[config.mk]
export PLATFORM = sky130hd
export DESIGN_NAME = ctr_core
export DESIGN_NICKNAME = d
export VERILOG_FILES = /design/src/verilog/ctr_sparse_pkg.sv /design/src/verilog/ctr_data_pkg.sv /design/src/verilog/ctr_core.sv /design/src/verilog/ctr_host_port.sv /design/src/verilog/ctr_incr.sv /design/src/verilog/ctr_incr_rail.sv /design/src/verilog/ctr_sparse_chk.sv
export SDC_FILE = /design/constraint.sdc
export NUM_CORES = 1
export LEC_CHECK = 0
export BUFFER_PORTS_ARGS = -buffer_cell sky130_fd_sc_hd__buf_2
export CAP_MARGIN = 10
export CELL_PAD_IN_SITES_DETAIL_PLACEMENT = 0
export CELL_PAD_IN_SITES_GLOBAL_PLACEMENT = 1
export CORE_MARGIN = 2
export CORE_UTILIZATION = 25
export CTS_CLUSTER_DIAMETER = 150
export CTS_CLUSTER_SIZE = 20
export DETAILED_ROUTE_END_ITERATION = 12
export PLACE_DENSITY = 0.65
export SLEW_MARGIN = 20
export SYNTH_ARGS = -nofsm -noshare
export SYNTH_HDL_FRONTEND = slang
export SYNTH_SLANG_ARGS = --single-unit
[constraint.sdc]
create_clock -name clk_i -period 3.7 [get_ports clk_i]
set_clock_uncertainty 0.2 [all_clocks]
set_input_delay 0.74 -clock clk_i [delete_from_list [all_inputs] [get_ports clk_i]]
set_output_delay 0.74 -clock clk_i [all_outputs]
set_load 0.005 [all_outputs]
[src/verilog/ctr_sparse_pkg.sv]
/* Sparse two-bit encodings for the CTR counter stage,
   plus the polarity helpers used by the redundant FSM rails */
package ctr_sparse_pkg;

  ////////////////////
  // Sparse values
  ////////////////////

  // Two rails, one per code bit
  localparam int unsigned SP2V_WIDTH = 2;

  typedef logic [SP2V_WIDTH-1:0] sp2v_t;

  // 00 and 11 are never produced on purpose
  localparam sp2v_t SP2V_HIGH = 2'b01;
  localparam sp2v_t SP2V_LOW  = 2'b10;

  // Valid means exactly one of the two legal codes
  function automatic logic sp2v_valid(sp2v_t val);
    return (val == SP2V_HIGH) || (val == SP2V_LOW);
  endfunction

  ////////////////////
  // Rail polarity
  ////////////////////

  typedef enum logic {
    RAIL_POS,
    RAIL_NEG
  } rail_pol_e;

  // Bit set in the high code runs true polarity, the other bit inverted
  function automatic rail_pol_e rail_pol_of(int unsigned bit_idx);
    return SP2V_HIGH[bit_idx] ? RAIL_POS : RAIL_NEG;
  endfunction

  // Maps between rail-internal true logic and the code bit of that rail
  function automatic logic rail_map(rail_pol_e pol, logic val);
    return (pol == RAIL_NEG) ? ~val : val;
  endfunction

endpackage
[src/verilog/ctr_data_pkg.sv]
/* Counter block widths, slicing defaults and the host command
   format of the CTR counter stage */
package ctr_data_pkg;

  import ctr_sparse_pkg::*;

  ////////////////////
  // Counter block
  ////////////////////

  // 128-bit counter block, one AES state
  localparam int unsigned CTR_BYTES = 16;
  localparam int unsigned CTR_WIDTH = CTR_BYTES * 8;

  typedef logic [7:0] ctr_byte_t;

  // Byte i sits at bits [8i+7:8i]
  // Byte 0 is the most significant byte of the CTR number (big-endian)
  typedef ctr_byte_t [CTR_BYTES-1:0] ctr_block_t;

  ////////////////////
  // Slicing
  ////////////////////

  // Default slicing, 8 slices of 16 bits
  // SliceSize must be a multiple of 8 and divide CTR_WIDTH
  localparam int unsigned SLICE_SIZE_DEF = 16;
  localparam int unsigned NUM_SLICES_DEF = CTR_WIDTH / SLICE_SIZE_DEF;

  // Width of a slice index, at least one bit
  function automatic int unsigned slice_idx_w(int unsigned num_slices);
    return (num_slices > 1) ? $clog2(num_slices) : 1;
  endfunction

  ////////////////////
  // Host command
  ////////////////////

  // op low loads data, op high increments
  // Any other op code is invalid and trips the alert
  typedef struct packed {
    sp2v_t      op;
    ctr_block_t data;
  } ctr_cmd_t;

endpackage

[src/verilog/ctr_core.sv]
/* CTR counter stage top level.
   Host port and slice-wise incrementer, slicing set here */
module ctr_core import ctr_sparse_pkg::*, ctr_data_pkg::*; #(
  parameter int unsigned SliceSize = SLICE_SIZE_DEF,
  parameter int unsigned NumSlices = NUM_SLICES_DEF
) (
  input  logic       clk_i,
  input  logic       reset_i,

  input  logic       req_i,
  input  ctr_cmd_t   cmd_i,
  output logic       ack_o,

  output ctr_block_t ctr_o,
  output logic       alert_o
);

  // Host port to incrementer
  sp2v_t                 incr;
  sp2v_t                 ready;
  ctr_block_t            ctr_next;
  sp2v_t [NumSlices-1:0] ctr_we;

  ctr_host_port #(
    .SliceSize (SliceSize),
    .NumSlices (NumSlices)
  ) host_port_inst (
    .clk_i      (clk_i),
    .reset_i    (reset_i),
    .req_i      (req_i),
    .cmd_i      (cmd_i),
    .ack_o      (ack_o),
    .incr_o     (incr),
    .ready_i    (ready),
    .alert_i    (alert_o),
    .ctr_o      (ctr_o),
    .ctr_next_i (ctr_next),
    .ctr_we_i   (ctr_we)
  );

  // Sticky alert, also halts the host port
  ctr_incr #(
    .SliceSize (SliceSize),
    .NumSlices (NumSlices)
  ) incr_inst (
    .clk_i    (clk_i),
    .reset_i  (reset_i),
    .incr_i   (incr),
    .ready_o  (ready),
    .alert_o  (alert_o),
    .ctr_i    (ctr_o),
    .ctr_o    (ctr_next),
    .ctr_we_o (ctr_we)
  );

endmodule

[src/verilog/ctr_host_port.sv]
/* Four-phase req/ack host port of the CTR counter stage.
   Holds the counter register and sequences load and increment */
module ctr_host_port import ctr_sparse_pkg::*, ctr_data_pkg::*; #(
  parameter int unsigned SliceSize = SLICE_SIZE_DEF,
  parameter int unsigned NumSlices = NUM_SLICES_DEF
) (
  input  logic                  clk_i,
  input  logic                  reset_i,

  // Host side
  input  logic                  req_i,
  input  ctr_cmd_t              cmd_i,
  output logic                  ack_o,

  // Incrementer side
  output sp2v_t                 incr_o,
  input  sp2v_t                 ready_i,
  input  logic                  alert_i,
  output ctr_block_t            ctr_o,
  input  ctr_block_t            ctr_next_i,
  input  sp2v_t [NumSlices-1:0] ctr_we_i
);

  typedef logic [SliceSize-1:0]   slice_t;
  typedef slice_t [NumSlices-1:0] slice_vec_t;

  typedef enum logic [2:0] {
    IDLE,
    LOAD,
    RUN,
    WAIT_READY,
    ACK,
    HALT
  } port_state_e;

  port_state_e state_q;
  port_state_e state_d;

  // Counter register, viewed per slice
  slice_vec_t ctr_q;
  slice_vec_t ctr_next;

  assign ctr_next = slice_vec_t'(ctr_next_i);

  ////////////////////
  // FSM
  ////////////////////

  always_comb begin
    state_d = state_q;
    incr_o  = SP2V_LOW;

    case (state_q)
      IDLE: begin
        // Low is load, anything else goes to the incrementer
        if (req_i) begin
          state_d = (cmd_i.op == SP2V_LOW) ? LOAD : RUN;
        end
      end

      LOAD: begin
        state_d = ACK;
      end

      RUN: begin
        // Raw op for exactly one cycle, checked downstream
        incr_o  = cmd_i.op;
        state_d = WAIT_READY;
      end

      WAIT_READY: begin
        if (ready_i == SP2V_HIGH) begin
          state_d = ACK;
        end
      end

      ACK: begin
        if (!req_i) begin
          state_d = IDLE;
        end
      end

      HALT: begin
        // Stuck until reset
        state_d = HALT;
      end

      default: begin
        state_d = HALT;
      end
    endcase

    if (alert_i) begin
      state_d = HALT;
    end
  end

  always_ff @(posedge clk_i) begin
    if (reset_i) begin
      state_q <= IDLE;
    end else begin
      state_q <= state_d;
    end
  end

  assign ack_o = (state_q == ACK);

  ////////////////////
  // Counter register
  ////////////////////

  // Whole block on load, single slices during an increment
  always_ff @(posedge clk_i) begin
    if (reset_i) begin
      ctr_q <= '0;
    end else if (state_q == LOAD) begin
      ctr_q <= slice_vec_t'(cmd_i.data);
    end else begin
      for (int k = 0; k < NumSlices; k++) begin
        if (ctr_we_i[k] == SP2V_HIGH) begin
          ctr_q[k] <= ctr_next[k];
        end
      end
    end
  end

  assign ctr_o = ctr_block_t'(ctr_q);

endmodule

[src/verilog/ctr_incr.sv]
/* CTR incrementer, adds one to the 128-bit block one slice per cycle.
   Two redundant rails run the FSM; disagreement raises the alert */
module ctr_incr import ctr_sparse_pkg::*, ctr_data_pkg::*; #(
  parameter int unsigned SliceSize = SLICE_SIZE_DEF,
  parameter int unsigned NumSlices = NUM_SLICES_DEF
) (
  input  logic                  clk_i,
  input  logic                  reset_i,

  input  sp2v_t                 incr_i,
  output sp2v_t                 ready_o,
  output logic                  alert_o,

  input  ctr_block_t            ctr_i,
  output ctr_block_t            ctr_o,
  output sp2v_t [NumSlices-1:0] ctr_we_o
);

  localparam int unsigned IdxW = slice_idx_w(NumSlices);

  typedef logic [IdxW-1:0]        slice_idx_t;
  typedef logic [SliceSize-1:0]   slice_t;
  typedef slice_t [NumSlices-1:0] slice_vec_t;
  typedef sp2v_t [NumSlices-1:0]  slice_we_t;

  // Byte 0 to the top, so slice 0 ends up least significant
  function automatic ctr_block_t rev_bytes(ctr_block_t blk);
    ctr_block_t res;
    for (int i = 0; i < CTR_BYTES; i++) begin
      res[i] = blk[CTR_BYTES-1-i];
    end
    return res;
  endfunction

  // Slice order flip for the write enables
  function automatic slice_we_t rev_we(slice_we_t we);
    slice_we_t res;
    for (int i = 0; i < NumSlices; i++) begin
      res[i] = we[NumSlices-1-i];
    end
    return res;
  endfunction

  slice_vec_t ctr_i_rev;
  slice_vec_t ctr_o_rev;
  slice_we_t  we_rev;

  sp2v_t      incr_chk;
  logic       incr_err;
  logic       mr_err;

  slice_idx_t slice_idx;
  slice_t     slice_in;
  slice_t     slice_out;

  // One bit per rail, each in that rail's own polarity
  logic [SP2V_WIDTH-1:0] sp_incr;
  logic [SP2V_WIDTH-1:0] sp_ready;
  logic [SP2V_WIDTH-1:0] sp_we;
  logic [SP2V_WIDTH-1:0] mr_alert;

  // Multi-bit rail outputs, OR-combined below
  slice_idx_t [SP2V_WIDTH-1:0] mr_idx;
  slice_t     [SP2V_WIDTH-1:0] mr_slice;

  ////////////////////
  // Input side
  ////////////////////

  assign ctr_i_rev = slice_vec_t'(rev_bytes(ctr_i));

  ctr_sparse_chk sparse_chk_inst (
    .sel_i (incr_i),
    .sel_o (incr_chk),
    .err_o (incr_err)
  );

  assign sp_incr  = incr_chk;

  // Both rails see the same slice
  assign slice_in = ctr_i_rev[slice_idx];

  ////////////////////
  // Redundant rails
  ////////////////////

  for (genvar r = 0; r < SP2V_WIDTH; r++) begin : gen_rail
    ctr_incr_rail #(
      .Polarity  (rail_pol_of(r)),
      .SliceSize (SliceSize),
      .NumSlices (NumSlices)
    ) rail_inst (
      .clk_i       (clk_i),
      .reset_i     (reset_i),
      .incr_i      (sp_incr[r]),
      .ready_o     (sp_ready[r]),
      .incr_err_i  (incr_err),
      .mr_err_i    (mr_err),
      .alert_o     (mr_alert[r]),
      .slice_idx_o (mr_idx[r]),
      .slice_i     (slice_in),
      .slice_o     (mr_slice[r]),
      .we_o        (sp_we[r])
    );
  end

  assign ready_o = sp_ready;
  // Either rail in error is enough
  assign alert_o = |mr_alert;

  // Index combine kept apart from the slice path
  always_comb begin
    slice_idx = '0;
    for (int r = 0; r < SP2V_WIDTH; r++) begin
      slice_idx |= mr_idx[r];
    end
  end

  // Slice combine, then check each rail against the combined value
  always_comb begin
    slice_out = '0;
    mr_err    = 1'b0;
    for (int r = 0; r < SP2V_WIDTH; r++) begin
      slice_out |= mr_slice[r];
    end
    for (int r = 0; r < SP2V_WIDTH; r++) begin
      if ((mr_idx[r] != slice_idx) || (mr_slice[r] != slice_out)) begin
        mr_err = 1'b1;
      end
    end
  end

  ////////////////////
  // Output side
  ////////////////////

  // Untouched slices pass through
  always_comb begin
    ctr_o_rev            = ctr_i_rev;
    ctr_o_rev[slice_idx] = slice_out;
  end

  // At most one slice enabled, all others low
  always_comb begin
    we_rev            = {NumSlices{SP2V_LOW}};
    we_rev[slice_idx] = sp_we;
  end

  assign ctr_o    = rev_bytes(ctr_block_t'(ctr_o_rev));
  assign ctr_we_o = rev_we(we_rev);

endmodule

[src/verilog/ctr_incr_rail.sv]
/* Single rail of the slice-wise CTR increment FSM.
   Built in true or inverted polarity; two rails make one sparse FSM */
module ctr_incr_rail import ctr_sparse_pkg::*, ctr_data_pkg::*; #(
  parameter rail_pol_e   Polarity  = RAIL_POS,
  parameter int unsigned SliceSize = SLICE_SIZE_DEF,
  parameter int unsigned NumSlices = NUM_SLICES_DEF
) (
  input  logic                                 clk_i,
  input  logic                                 reset_i,

  input  logic                                 incr_i,
  output logic                                 ready_o,
  input  logic                                 incr_err_i,
  input  logic                                 mr_err_i,
  output logic                                 alert_o,

  output logic [slice_idx_w(NumSlices)-1:0]    slice_idx_o,
  input  logic [SliceSize-1:0]                 slice_i,
  output logic [SliceSize-1:0]                 slice_o,
  output logic                                 we_o
);

  localparam int unsigned IdxW = slice_idx_w(NumSlices);

  typedef logic [IdxW-1:0]      slice_idx_t;
  typedef logic [SliceSize-1:0] slice_t;

  typedef enum logic [1:0] {
    IDLE,
    INCR,
    ERROR
  } rail_state_e;

  // Last slice index, highest significance
  localparam slice_idx_t IdxLast = slice_idx_t'(NumSlices - 1);

  rail_state_e state_q;
  rail_state_e state_d;
  slice_idx_t  idx_q;
  slice_idx_t  idx_d;
  slice_t      slice_inc;

  // Rail-internal signals, always true polarity
  logic incr;
  logic ready;
  logic we;

  assign incr      = rail_map(Polarity, incr_i);
  assign slice_inc = slice_i + 1'b1;

  ////////////////////
  // FSM
  ////////////////////

  always_comb begin
    state_d = state_q;
    idx_d   = idx_q;
    ready   = 1'b0;
    we      = 1'b0;
    alert_o = 1'b0;
    slice_o = slice_i;

    case (state_q)
      IDLE: begin
        ready = 1'b1;
        // Start from the least significant slice
        if (incr) begin
          idx_d   = '0;
          state_d = INCR;
        end
      end

      INCR: begin
        slice_o = slice_inc;
        we      = 1'b1;
        // Carry only while the slice wraps to zero
        if ((slice_inc != '0) || (idx_q == IdxLast)) begin
          idx_d   = '0;
          state_d = IDLE;
        end else begin
          idx_d = idx_q + 1'b1;
        end
      end

      ERROR: begin
        // Terminal, left only by reset
        alert_o = 1'b1;
      end

      default: begin
        state_d = ERROR;
      end
    endcase

    // Bad command or rail disagreement, no write in this cycle
    if (incr_err_i || mr_err_i) begin
      state_d = ERROR;
      ready   = 1'b0;
      we      = 1'b0;
    end
  end

  always_ff @(posedge clk_i) begin
    if (reset_i) begin
      state_q <= IDLE;
      idx_q   <= '0;
    end else begin
      state_q <= state_d;
      idx_q   <= idx_d;
    end
  end

  // Back to code polarity of this rail
  assign ready_o     = rail_map(Polarity, ready);
  assign we_o        = rail_map(Polarity, we);
  assign slice_idx_o = idx_q;

endmodule

[src/verilog/ctr_sparse_chk.sv]
/* Sparse code check, purely combinational.
   Forwards valid codes, turns invalid ones into low and flags them */
module ctr_sparse_chk import ctr_sparse_pkg::*; (
  input  sp2v_t sel_i,
  output sp2v_t sel_o,
  output logic  err_o
);

  logic sel_ok;

  // Only 01 and 10 are legal
  assign sel_ok = sp2v_valid(sel_i);

  always_comb begin
    sel_o = SP2V_LOW;
    err_o = 1'b0;
    if (sel_ok) begin
      // High or low passes unchanged
      sel_o = sel_i;
    end else begin
      // 00 or 11
      // Forced low so that neither rail starts an increment
      sel_o = SP2V_LOW;
      err_o = 1'b1;
    end
  end

endmodule

# Yosys cells after proc, flatten, opt, wreduce, memory -nomap -nowiden
# Index checks and enable logic that the tools add are counted.
# op_classes
addsub,3
multipliers,0
div_mod_pow,0
order_cmp,2
n_eq_ne,42
n_shift,0
n_mux,53
bitwise,9
n_reduce_logical,32
# op_table
op,count
$mux 16,12
$bwmux 128,1
$mux 128,1
$bmux 16 s3,1
$demux 16 s3,1
$ne 16x16->1,2
$eq 2x1->1 const B,12
$mux 3,8
$mux 2,10
$reduce_bool 2->1,10
$reduce_and 3->1,6
$add 16x1->16 const B,1
$or 16x16->16,1
$reduce_bool 16->1,1
$pmux 3 s5,1
$mux 1,13
$ne 2x2->1 const B,6
$ne 3x2->1 const B,4
$pmux 2 s3,2
$pmux 3 s2,2
$eq 3x3->1 const B,3
$ne 3x3->1 const B,3
$and 8x8->8,1
$eq 2x2->1 const B,4
19 further kinds,35
# totals
regBits,141
latch_bits,0
ramBits,0
romBits,0
in_bits,133
output_inout_bits,130
wordCells,157
mem_count,0

# Depth between registers and ports, before layout
# Gate-level depths: netlist of run 1.
# logic_depth
depth_word,17
ltp_mapped,15
mapped_depth_nobuf,10

# Hierarchy
# From an unflattened synthesis of run 1, not the netlist that was laid out.
# unflattened
hier_cells,1301
hier_area_um2,11084.4
# by_module_without_submodules
mod,n_inst,cells_per_inst,area_each_um2,seq_area_each_um2
ctr_host_port,1,607,6645.1,2622.5
ctr_incr,1,456,2661.3,0.0
ctr_incr_rail (incr_inst.gen_rail[1].rail_inst),1,120,877.1,100.1
ctr_incr_rail (incr_inst.gen_rail[0].rail_inst),1,114,868.3,100.1
ctr_sparse_chk,1,4,32.5,0.0

# Worst setup path before layout of run 1
# Ideal clock, no wire load.
# synth_path
path_type,register to register
start,register incr_inst.gen_rail[1].rail_inst.idx_q[2]
end,register host_port_inst.ctr_q (netlist bit host_port_inst.ctr_o[21])
setup_time_ps,96
arrival_time_ps,3081
required_ps,3404
slack_ps,323
path_stages_with_launch,12
synth_period_minus_slack_ps,3377
cell_sequence,dfxtp_1 buf_2 or2_1 buf_2 mux4_2 mux2i_1 or4_4 nor4_4 and2_2 a21oi_1 a311o_2 o41ai_2
# synth_via
elab_chain_len,16
word_cells_on_any_way,34
classes_between,add/sub: 1; order compare: 2; eq/ne: 5; mux: 15; bitwise: 6; reduce/logical: 5
# synth_lines
item,line_no,source
from (decl),ctr_incr_rail.sv:39,slice_idx_t idx_q;
from (signal assigned),ctr_incr_rail.sv:109,idx_q <= idx_d;
$or 3x3->3,ctr_incr.sv:115,slice_idx |= mr_idx[r];
$bmux 16 s3,ctr_incr.sv:81,assign slice_in = ctr_i_rev[slice_idx];
$mux 16 (implied by the code),ctr_incr.sv:81,
$add 16x1->16,ctr_incr_rail.sv:49,assign slice_inc = slice_i + 1'b1;
$mux 16,ctr_incr_rail.sv:63,case (state_q)
$or 16x16->16,ctr_incr.sv:124,slice_out |= mr_slice[r];
$ne 16x16->1,ctr_incr.sv:127,if ((mr_idx[r] != slice_idx) || (mr_slice[r] != slice_out)) begin
$logic_or 1x1->1,ctr_incr.sv:127,
$mux 1 (2 in series),ctr_incr.sv:127,
$logic_or 1x1->1,ctr_incr_rail.sv:96,if (incr_err_i || mr_err_i) begin
$mux 1,ctr_incr_rail.sv:96,
$not 1->1,ctr_sparse_pkg.sv:39,return (pol == RAIL_NEG) ? ~val : val;
$or 8x8->8 (no source line),n/a,
$eq 2x1->1,ctr_host_port.sv:120,if (ctr_we_i[k] == SP2V_HIGH) begin
$reduce_bool 2->1 (no source line),n/a,
to (signal assigned),ctr_host_port.sv:117,ctr_q <= slice_vec_t'(cmd_i.data);
"to (signal, indexed assignment)",ctr_host_port.sv:121,ctr_q[k] <= ctr_next[k];
to (decl),ctr_host_port.sv:40,slice_vec_t ctr_q;
# Parallel ways exist; a longest one is shown, timed or not. The select of a mux whose other input is x is not followed.
# A chain may end at the register's enable or synchronous reset.

# Worst setup path after layout of run 1
# layout_path
start,register incr_inst.gen_rail[0].rail_inst.idx_q[1]
end,register incr_inst.gen_rail[1].rail_inst.state_q[0]
# layout_via
elab_chain_len,12
word_cells_on_any_way,21
classes_between,add/sub: 1; eq/ne: 5; mux: 6; bitwise: 2; reduce/logical: 7
# layout_lines
item,line_no,source
from (decl),ctr_incr_rail.sv:39,
from (signal assigned),ctr_incr_rail.sv:109,
$or 3x3->3,ctr_incr.sv:115,
$bmux 16 s3,ctr_incr.sv:81,
$mux 16 (implied by the code),ctr_incr.sv:81,
$add 16x1->16,ctr_incr_rail.sv:49,
$mux 16,ctr_incr_rail.sv:63,
$or 16x16->16,ctr_incr.sv:124,
$ne 16x16->1,ctr_incr.sv:127,
$logic_or 1x1->1,ctr_incr.sv:127,
$mux 1 (2 in series),ctr_incr.sv:127,
$logic_or 1x1->1,ctr_incr_rail.sv:96,
$reduce_or 2->1 (no source line),n/a,
to (signal assigned),ctr_incr_rail.sv:108,state_q <= state_d;
to (decl),ctr_incr_rail.sv:37,rail_state_e state_q;
# Parallel ways exist; a longest one is shown, timed or not. The select of a mux whose other input is x is not followed.

==> flow_summary_export.csv, run 1 <==
group,metric,value,unit
synthesis,ys_warn_count,0,
final_layout,final_cell_mix,"261 x buf_2, 189 x nand2_1, 139 x dfxtp_1",
clock_network,clock_sink_count,141,
job,maxCapViolCount,0,
timing,setup_tns,0,ps
clock_network,clk_path_buf_depth,2,
global_routing,grt_max_degree,154,
timing,slew_headroom,0.371,
synthesis,syn_nets,1161,
placed_design,dpl.cell_count,1683,
timing,period_minus_slack,3500,ps
synthesis,synthArstFlopShare,0,
timing,fin_hold_ws,303,ps
clock_network,root_buffer,"clkbuf_16",
final_layout,final_common_cell,"buf_2",
detailed_routing,wire_per_inst,22.6,um
power,p_per_area,620,mW/mm^2
min_path,hold_path_class,"register to register",
clock_network,insertion_delay,440,ps
global_routing,grt.total_usage,0.230,
floorplan,rows,65,
final_layout,fillers,3371,
detailed_routing,firstDrtPassIters,9,
power,power.leakage,4.40,nW
timing,setup_violations,0,
timing,layout_setup_ws,203,ps
floorplan,dieWidth,182,um
clock_network,h-tree-depth,4,
clock_network,cts_hold_buf,0,
clock_network,cts_buffers,17,
timing,rsz0062_at_grt,"false",
global_routing,grt_pass1_wl,57300,um
final_layout,antennaDiodeCount,0,
detailed_routing,vias,9297,
synthesis,synth_edf_count,0,
synthesis,ys_ff_latch,141,
outcome,outcome,"complete, no violations",
power,ir_drop,0.416,mV
detailed_routing,totalWireLength,38900,um
detailed_routing,dr.first_iter.drc_count,1110,
placed_design,dp_slack,19.6,ps
global_routing,grt_overflow_total,0,
critical_path,end_kind,"register",
final_layout,synthToLayoutAreaGrowth,35.9,%
synthesis,yosysUniqueCellTypes,59,
synthesis,syn_area,0.00789,mm^2
timing,fmax,0.286,GHz
timing,drv_slew,0,
global_routing,grt_pass1_vias,9069,
synthesis,synth_cells,1021,
placed_design,hpwl,28700,um
synthesis,avgSynthCellArea,7.73,um^2
clock_network,cts_tree,"yes",
power,p_total,6.65,mW
timing,worstMarginPinSlew,944,ps
critical_path,cp.arrival,3640,ps
placed_design,place.gp.congestion,0.938,
timing,hold_viol,0,
critical_path,path_class,"register to register",
timing,layout_worst_path_cycle_share,0.945,
floorplan,start_util,0.252,
floorplan,fp.dieArea,0.0330,mm^2
floorplan,io_pins,263,
critical_path,required,3850,ps
global_routing,antenna_found_initial,1,
synthesis,yosysSeqAreaShare,0.358,
critical_path,setup.worst_path.start_class,"register",
floorplan,coreArea,0.0313,mm^2
floorplan,die_y,182,um
detailed_routing,ant_nets,0,
placed_design,port-buffer-count,262,
final_layout,stdcell_count,1717,
clock_network,clkTransAtPathRegs,70,ps
final_layout,drive_above_1_share,0.320,
detailed_routing,vias_per_cell,5.41,
critical_path,crit_fanout,7,
detailed_routing,drc_errors,0,
synthesis,ys.flop_type,"dfxtp_1",
final_layout,fin_nets,1442,
-- sequential cells by signal, summed over array words and instances, names as in the netlist --
signal,count
host_port_inst.ctr_o,128
incr_inst.gen_rail.rail_inst.slice_idx_o,6
incr_inst.gen_rail.rail_inst.state_q,4
host_port_inst.state_q,3
-- final cells by class --
class	count	area [um^2]	area share
Clock buffer	18	439	0.0409
Tap cell	402	503	0.0469
Clock inverter	14	149	0.0139
Multi-Input combinational cell	781	4730	0.441
Timing Repair Buffer	347	2030	0.189
Inverter	14	52.6	0.00490
Sequential cell	141	2830	0.263
-- worst max-delay path: stages (launching register included) --
cell and delay (ps):
dfxtp_1 350, nor2_4 160, buf_4 250, mux4_2 530
mux2_2 340, ha_1 210, and2_1 180, xnor2_1 150
a31oi_1 110, a311oi_1 270, buf_4 160, nand4_1 220
a211oi_1 280
-- power by group --
group | internal [mW] | switching, mW
sequential | 1.95 | 0.526
combinational | 1.05 | 1.36
clock | 0.971 | 0.795
-- synthesized netlist by cell type (all sizes together), types with 2 or more instances --
master,count,share of area
a311oi,41,0.046
o211ai,10,0.0095
a41oi,5,0.0065
o32ai,3,0.0033
or3,2,0.0016
nand3,41,0.026
dfxtp,141,0.36
or2,3,0.0024
mux4,16,0.046
nor4,5,0.0059
a2111oi,5,0.0055
nand4,9,0.0071
clkbuf,70,0.033
a21o,5,0.0048
nor3,46,0.029
nand2b,6,0.0048
o31ai,6,0.0057
a31oi,37,0.029
buf,15,0.010
inv,14,0.0067
mux2i,13,0.016
nor3b,7,0.0067
or4,6,0.0067
o22ai,8,0.0063
nor4bb,2,0.0025
nand3b,3,0.0029
a211oi,41,0.039
and3,5,0.0040
o21a,9,0.0086
nor2,136,0.067
nand2,190,0.090
nor4b,3,0.0033
mux2,3,0.0043
and2,9,0.0073
nor2b,5,0.0040
ha,7,0.011
a22oi,17,0.016
a21oi,32,0.020
o41ai,4,0.0073
a222oi,10,0.013
o21ai,25,0.016
-- worst paths after layout --
check	to	cells after the start	slack [ps]	start
setup / recovery	incr_inst.gen_rail[1].rail_inst.state_q[0]	12	200	incr_inst.gen_rail[0].rail_inst.slice_idx_o[1]
hold / removal	host_port_inst.ctr_o[63]	2	300	host_port_inst.ctr_o[63]
setup reg to reg	incr_inst.gen_rail[1].rail_inst.state_q[0]	12	200	incr_inst.gen_rail[0].rail_inst.slice_idx_o[1]
hold reg to reg	host_port_inst.ctr_o[63]	2	300	host_port_inst.ctr_o[63]
-- per-stage QoR --
step,cell area [um^2],util
floorplan,7890,-
global route,10700,0.343
detailed placement,10100,0.322
global placement,10100,0.322
finish,10700,0.343
CTS,10700,0.341
-- per-layer routing --
metal | wire length [um] | up-vias | global-route usage
met5 | 0 | - | 0
met3 | 3100 | 66 | 0.0507
met1 | 17100 | 4473 | 0.314
met4 | 1160 | 0 | 0.0767
li1 | - | 4334 | -
met2 | 17500 | 424 | 0.359
-- cell families after synthesis --
family,share of synthesized area
flip-flops,0.358
buffers and inverters,0.0499
XOR/XNOR,0.00111
adder cells (fa/ha/maj),0.0111
AO/OA/AOI/OAI,0.242
multiplexers,0.0664
AND/OR/NAND/NOR,0.271
-- timing repair --
item                       4_1_cts  5_1_grt
setup buffers                    0        2
resized for setup                0       11
setup endpoints to repair        0       54
Power figures use the tool's default switching activity.
==> run 2, diff against run 1 <==
Settings changed: CELL_PAD_IN_SITES_DETAIL_PLACEMENT 0 to not set, CELL_PAD_IN_SITES_GLOBAL_PLACEMENT 1 to not set, PLACE_DENSITY 0.65 to 0.51.
==> run 2 against run 1 <==
Compared with the run above: sequential share of layout area hardly changed; non-clock buffer count is 5 higher; critical path depth is 2 lower; sequential cell count stayed put; critical path type unchanged.
==> flow_summary_export.csv, run 2 (same netlist as run 1, synthesis figures left out) <==
group,metric,value,unit
outcome,outcome,"complete, no violations",
power,ir_drop,0.346,mV
final_layout,final_cell_mix,"261 x buf_2, 189 x nand2_1, 138 x dfxtp_1",
timing,slew_headroom,0.484,
detailed_routing,vias,9357,
clock_network,clkTransAtPathRegs,70,ps
global_routing,grt.total_usage,0.230,
power,power.leakage,4.41,nW
power,p_per_area,624,mW/mm^2
floorplan,fp.dieArea,0.0330,mm^2
final_layout,regArea,0.00283,mm^2
timing,setup_violations,0,
clock_network,root_buffer,"clkbuf_16",
detailed_routing,totalWireLength,38900,um
timing,worstMarginPinSlew,770,ps
critical_path,cp.arrival,3720,ps
final_layout,fillers,3382,
global_routing,grt_pass1_wl,57400,um
critical_path,setup.worst_path.start_class,"register",
final_layout,drive_above_1_share,0.320,
placed_design,dpl.cell_count,1688,
final_layout,multi_input_area,0.00471,mm^2
detailed_routing,dr.first_iter.drc_count,1066,
detailed_routing,vias_per_cell,5.43,
critical_path,path_class,"register to register",
final_layout,final_common_cell,"buf_2",
timing,period_minus_slack,3590,ps
power,p_seq_frac,0.370,
timing,layout_worst_path_cycle_share,0.970,
critical_path,crit_fanout,24,
timing,layout_setup_ws,112,ps
global_routing,grt_overflow_total,0,
power,sw_frac_of_total,0.399,
timing,fmax,0.279,GHz
power,p_int,4.02,mW
floorplan,rows,65,
clock_network,insertion_delay,440,ps
floorplan,io_pins,263,
timing,fin_hold_ws,308,ps
detailed_routing,wire_per_inst,22.6,um
job,maxCapViolCount,0,
clock_network,cts_tree,"yes",
critical_path,required,3830,ps
floorplan,dieWidth,182,um
clock_network,cts_buffers,17,
power,power_frac_comb,0.364,
floorplan,start_util,0.252,
final_layout,synthToLayoutAreaGrowth,36.0,%
clock_network,clk_path_buf_depth,2,
detailed_routing,firstDrtPassIters,7,
timing,drv_slew,0,
clock_network,clock_sink_count,141,
final_layout,stdcell_count,1723,
clock_network,cts_hold_buf,0,
placed_design,hpwl,29100,um
final_layout,fin_nets,1447,
clock_network,h-tree-depth,4,
placed_design,dp_slack,32.7,ps
placed_design,place.gp.congestion,0.920,
power,switchingPower,2.67,mW
placed_design,port-buffer-count,262,
detailed_routing,ant_nets,0,
floorplan,die_y,182,um
detailed_routing,drc_errors,0,
global_routing,grt_max_degree,77,
timing,hold_viol,0,
global_routing,antenna_found_initial,0,
power,clockPowerShare,0.267,
global_routing,grt_pass1_vias,8914,
floorplan,coreArea,0.0313,mm^2
min_path,hold_path_class,"register to register",
final_layout,largest_reg_flops,128,
critical_path,end_kind,"register",
[run 2: changes by cell type in the layout (fill, tap and decap cells not counted), sizes merged]
cell / before / now
inv: 22 / 19
clkinvlp: 2 / 4
diode: 0 / 1
buf: 347 / 352
bufinv: 1 / 2
[run 2: cell type report]
class | count | share of cell area
Tap cell | 402 | 0.0469
Inverter | 14 | 0.00490
Sequential cell | 141 | 0.263
Antenna cell | 1 | 0.000233
Clock buffer | 18 | 0.0400
Clock inverter | 14 | 0.0148
Timing Repair Buffer | 352 | 0.191
Multi-Input combinational cell | 781 | 0.439
[run 2: power groups by stage]
stage	Clock [mW]	Combinational [mW]	Sequential, mW
after floorplan	0	1.35	2.28
after global placement	0	2.39	2.50
after detailed placement	0	2.42	2.49
after CTS	1.80	2.42	2.46
after global routing	1.87	2.68	2.52
final	1.79	2.43	2.48
[run 2: worst paths after layout]
check	to	depth (start not counted)	start	slack (ps)
max	host_port_inst.ctr_o[37]	10	incr_inst.gen_rail[0].rail_inst.slice_idx_o[2]	110
min	host_port_inst.ctr_o[51]	2	host_port_inst.ctr_o[51]	310
min reg2reg	host_port_inst.ctr_o[51]	2	host_port_inst.ctr_o[51]	310
max reg2reg	host_port_inst.ctr_o[37]	10	incr_inst.gen_rail[0].rail_inst.slice_idx_o[2]	110
[run 2: metal layers]
metal / global-route usage / vias up / share of wire / routed length (um)
met4: 0.0637 / 0 / 0.021 / 817
li1: - / 4355 / - / -
met1: 0.328 / 4551 / 0.45 / 17700
met5: 0 / - / 0 / 0
met2: 0.353 / 406 / 0.45 / 17400
met3: 0.0429 / 45 / 0.077 / 3000
[run 2: worst max-delay path, cell delays in order (launching register included)]
cell and delay [ps]:
dfxtp_1 360, or2_1 260, buf_4 350, a211oi_1 130
o32ai_1 410, nand4_1 300, nor4_4 420, and2_2 240
a21oi_1 80, a311o_2 430, o41ai_2 300
[run 2: per-stage QoR]
stage	total power, mW	util	TNS [ps]	instance area [um^2]
6_report	6.70	0.343	0	10700
3_3_place_gp	4.89	0.323	0	10100
4_1_cts	6.68	0.341	0	10700
2_1_floorplan	3.63	-	0	7890
5_1_grt	7.06	0.343	-1.89	10700
3_5_place_dp	4.91	0.323	0	10100
[run 2: repair_timing]
item | CTS | global route
endpoints found under the setup margin | 0 | 46
resized for setup | 0 | 6
buffers inserted | 0 | 2
==> run 3, diff against run 2 <==
Settings changed: CORE_UTILIZATION 25 to 51, PLACE_DENSITY 0.51 to 0.87.
==> run 3 against run 2 <==
Compared with the run above: sequential power about the same; maximum frequency increased by 0.27%; via count increased by 4.8%; register-to-register slack about the same.
==> flow_summary_export.csv, run 3 (same netlist as run 1, synthesis figures left out) <==
group,metric,value,unit
detailed_routing,drc_errors,0,
final_layout,synthToLayoutAreaGrowth,31.9,%
global_routing,grt_overflow_total,0,
timing,fmax,0.279,GHz
min_path,hold_path_class,"register to register",
final_layout,final_cell_mix,"261 x buf_2, 189 x nand2_1, 137 x dfxtp_1",
timing,drv_slew,0,
floorplan,io_pins,263,
detailed_routing,ant_nets,0,
final_layout,final_common_cell,"buf_2",
critical_path,worstPathCellList,"nor2_4 -> buf_4 -> a2111oi_0 -> or4_4 -> or4_4 -> nor4_4 -> and2_2 -> a21oi_1 -> a311o_2 -> o41ai_2",
placed_design,hpwl,23600,um
clock_network,insertion_delay,430,ps
detailed_routing,firstDrtPassIters,7,
job,maxCapViolCount,0,
floorplan,rows,45,
detailed_routing,vias,9808,
final_layout,post-route-util,0.687,
global_routing,grt_pass1_wl,49500,um
floorplan,start_util,0.521,
power,power.leakage,4.37,nW
critical_path,path_class,"register to register",
timing,hold_viol,0,
critical_path,cp.arrival,3700,ps
critical_path,cp_slowest_cell,"or4_4",
final_layout,largest_reg_flops,128,
clock_network,cts_buffers,17,
critical_path,end_kind,"register",
global_routing,grt_pass1_vias,8981,
critical_path,cpMostUsedCell,"or4_4",
detailed_routing,wire_per_inst,21.9,um
critical_path,required,3820,ps
timing,setup_violations,0,
timing,slew_headroom,0.266,
placed_design,port-buffer-count,262,
detailed_routing,vias_per_cell,6.57,
floorplan,fp.dieArea,0.0165,mm^2
timing,worstMarginPinSlew,1100,ps
final_layout,drive_above_1_share,0.315,
global_routing,antenna_found_initial,1,
detailed_routing,dr.first_iter.drc_count,1742,
detailed_routing,totalWireLength,32700,um
clock_network,cts_hold_buf,0,
global_routing,grt_max_degree,106,
final_layout,fin_nets,1431,
clock_network,root_buffer,"clkbuf_16",
floorplan,die_y,128,um
power,p_per_area,652,mW/mm^2
timing,period_minus_slack,3580,ps
timing,setup_tns,0,ps
global_routing,grt.total_usage,0.390,
critical_path,setup.worst_path.start_class,"register",
timing,fin_hold_ws,315,ps
final_layout,stdcell_count,1492,
placed_design,place.gp.congestion,1.03,
floorplan,coreArea,0.0151,mm^2
critical_path,crit_fanout,9,
placed_design,dpl.cell_count,1457,
clock_network,h-tree-depth,4,
outcome,outcome,"complete, no violations",
power,ir_drop,0.375,mV
critical_path,slowest_delay,570,ps
clock_network,cts_tree,"yes",
timing,layout_worst_path_cycle_share,0.967,
floorplan,dieWidth,128,um
clock_network,clk_path_buf_depth,2,
clock_network,clock_sink_count,141,
clock_network,clkTransAtPathRegs,60,ps
run 3: layout make-up:
| type | count | area, um^2 |
|---|---|---|
| antenna | 1 | 2.50 |
| clock buffer | 17 | 425 |
| clock inverter | 14 | 241 |
| fill | 1258 | 4740 |
| inverter | 14 | 52.6 |
| multi-input combinational | 781 | 4720 |
| sequential | 141 | 2830 |
| tap | 188 | 235 |
| timing repair buffer | 336 | 1900 |
run 3: path summary, 6_finish.rpt:
check	depth (start not counted)	end	slack, ps	start
worst max-delay path	10	host_port_inst.ctr_o[53]	120	incr_inst.gen_rail[0].rail_inst.slice_idx_o[0]
worst min-delay path	2	host_port_inst.ctr_o[62]	310	host_port_inst.ctr_o[62]
worst max register to register	10	host_port_inst.ctr_o[53]	120	incr_inst.gen_rail[0].rail_inst.slice_idx_o[0]
worst min register to register	2	host_port_inst.ctr_o[62]	310	host_port_inst.ctr_o[62]
run 3: metrics by stage:
step | instance area [um^2] | total power [mW] | setup WS (ps)
finish | 10400 | 6.78 | 121
global route | 10400 | 7.07 | -39.5
CTS | 10300 | 6.68 | 42.9
detailed placement | 9670 | 4.72 | 123
global placement | 9670 | 4.66 | 147
floorplan | 7890 | 3.63 | 323
run 3: power by group:
| group | internal, mW | total, mW | switching [mW] |
|---|---|---|---|
| Combinational | 1.03 | 2.36 | 1.33 |
| Sequential | 1.95 | 2.46 | 0.507 |
| Clock | 1.26 | 1.97 | 0.702 |
run 3: timing repair:
action                                  4_1_cts  5_1_grt
endpoints found under the setup margin        0       24
endpoints found under the hold margin         0        0
buffers inserted                              0        3
resized for setup                             0       14
run 3: layer usage:
layer / wire length [um] / global-route usage
met5: 0 / 0
met1: 12500 / 0.524
met2: 14400 / 0.590
met4: 1470 / 0.179
met3: 4310 / 0.102
run 3: worst max-delay path, delay by kind of cell, from the launching register on:
kind,cells,cell delay [ps]
buf+inv,1,180
flops,1,380
simple gates,5,1690
compound gates,4,1010
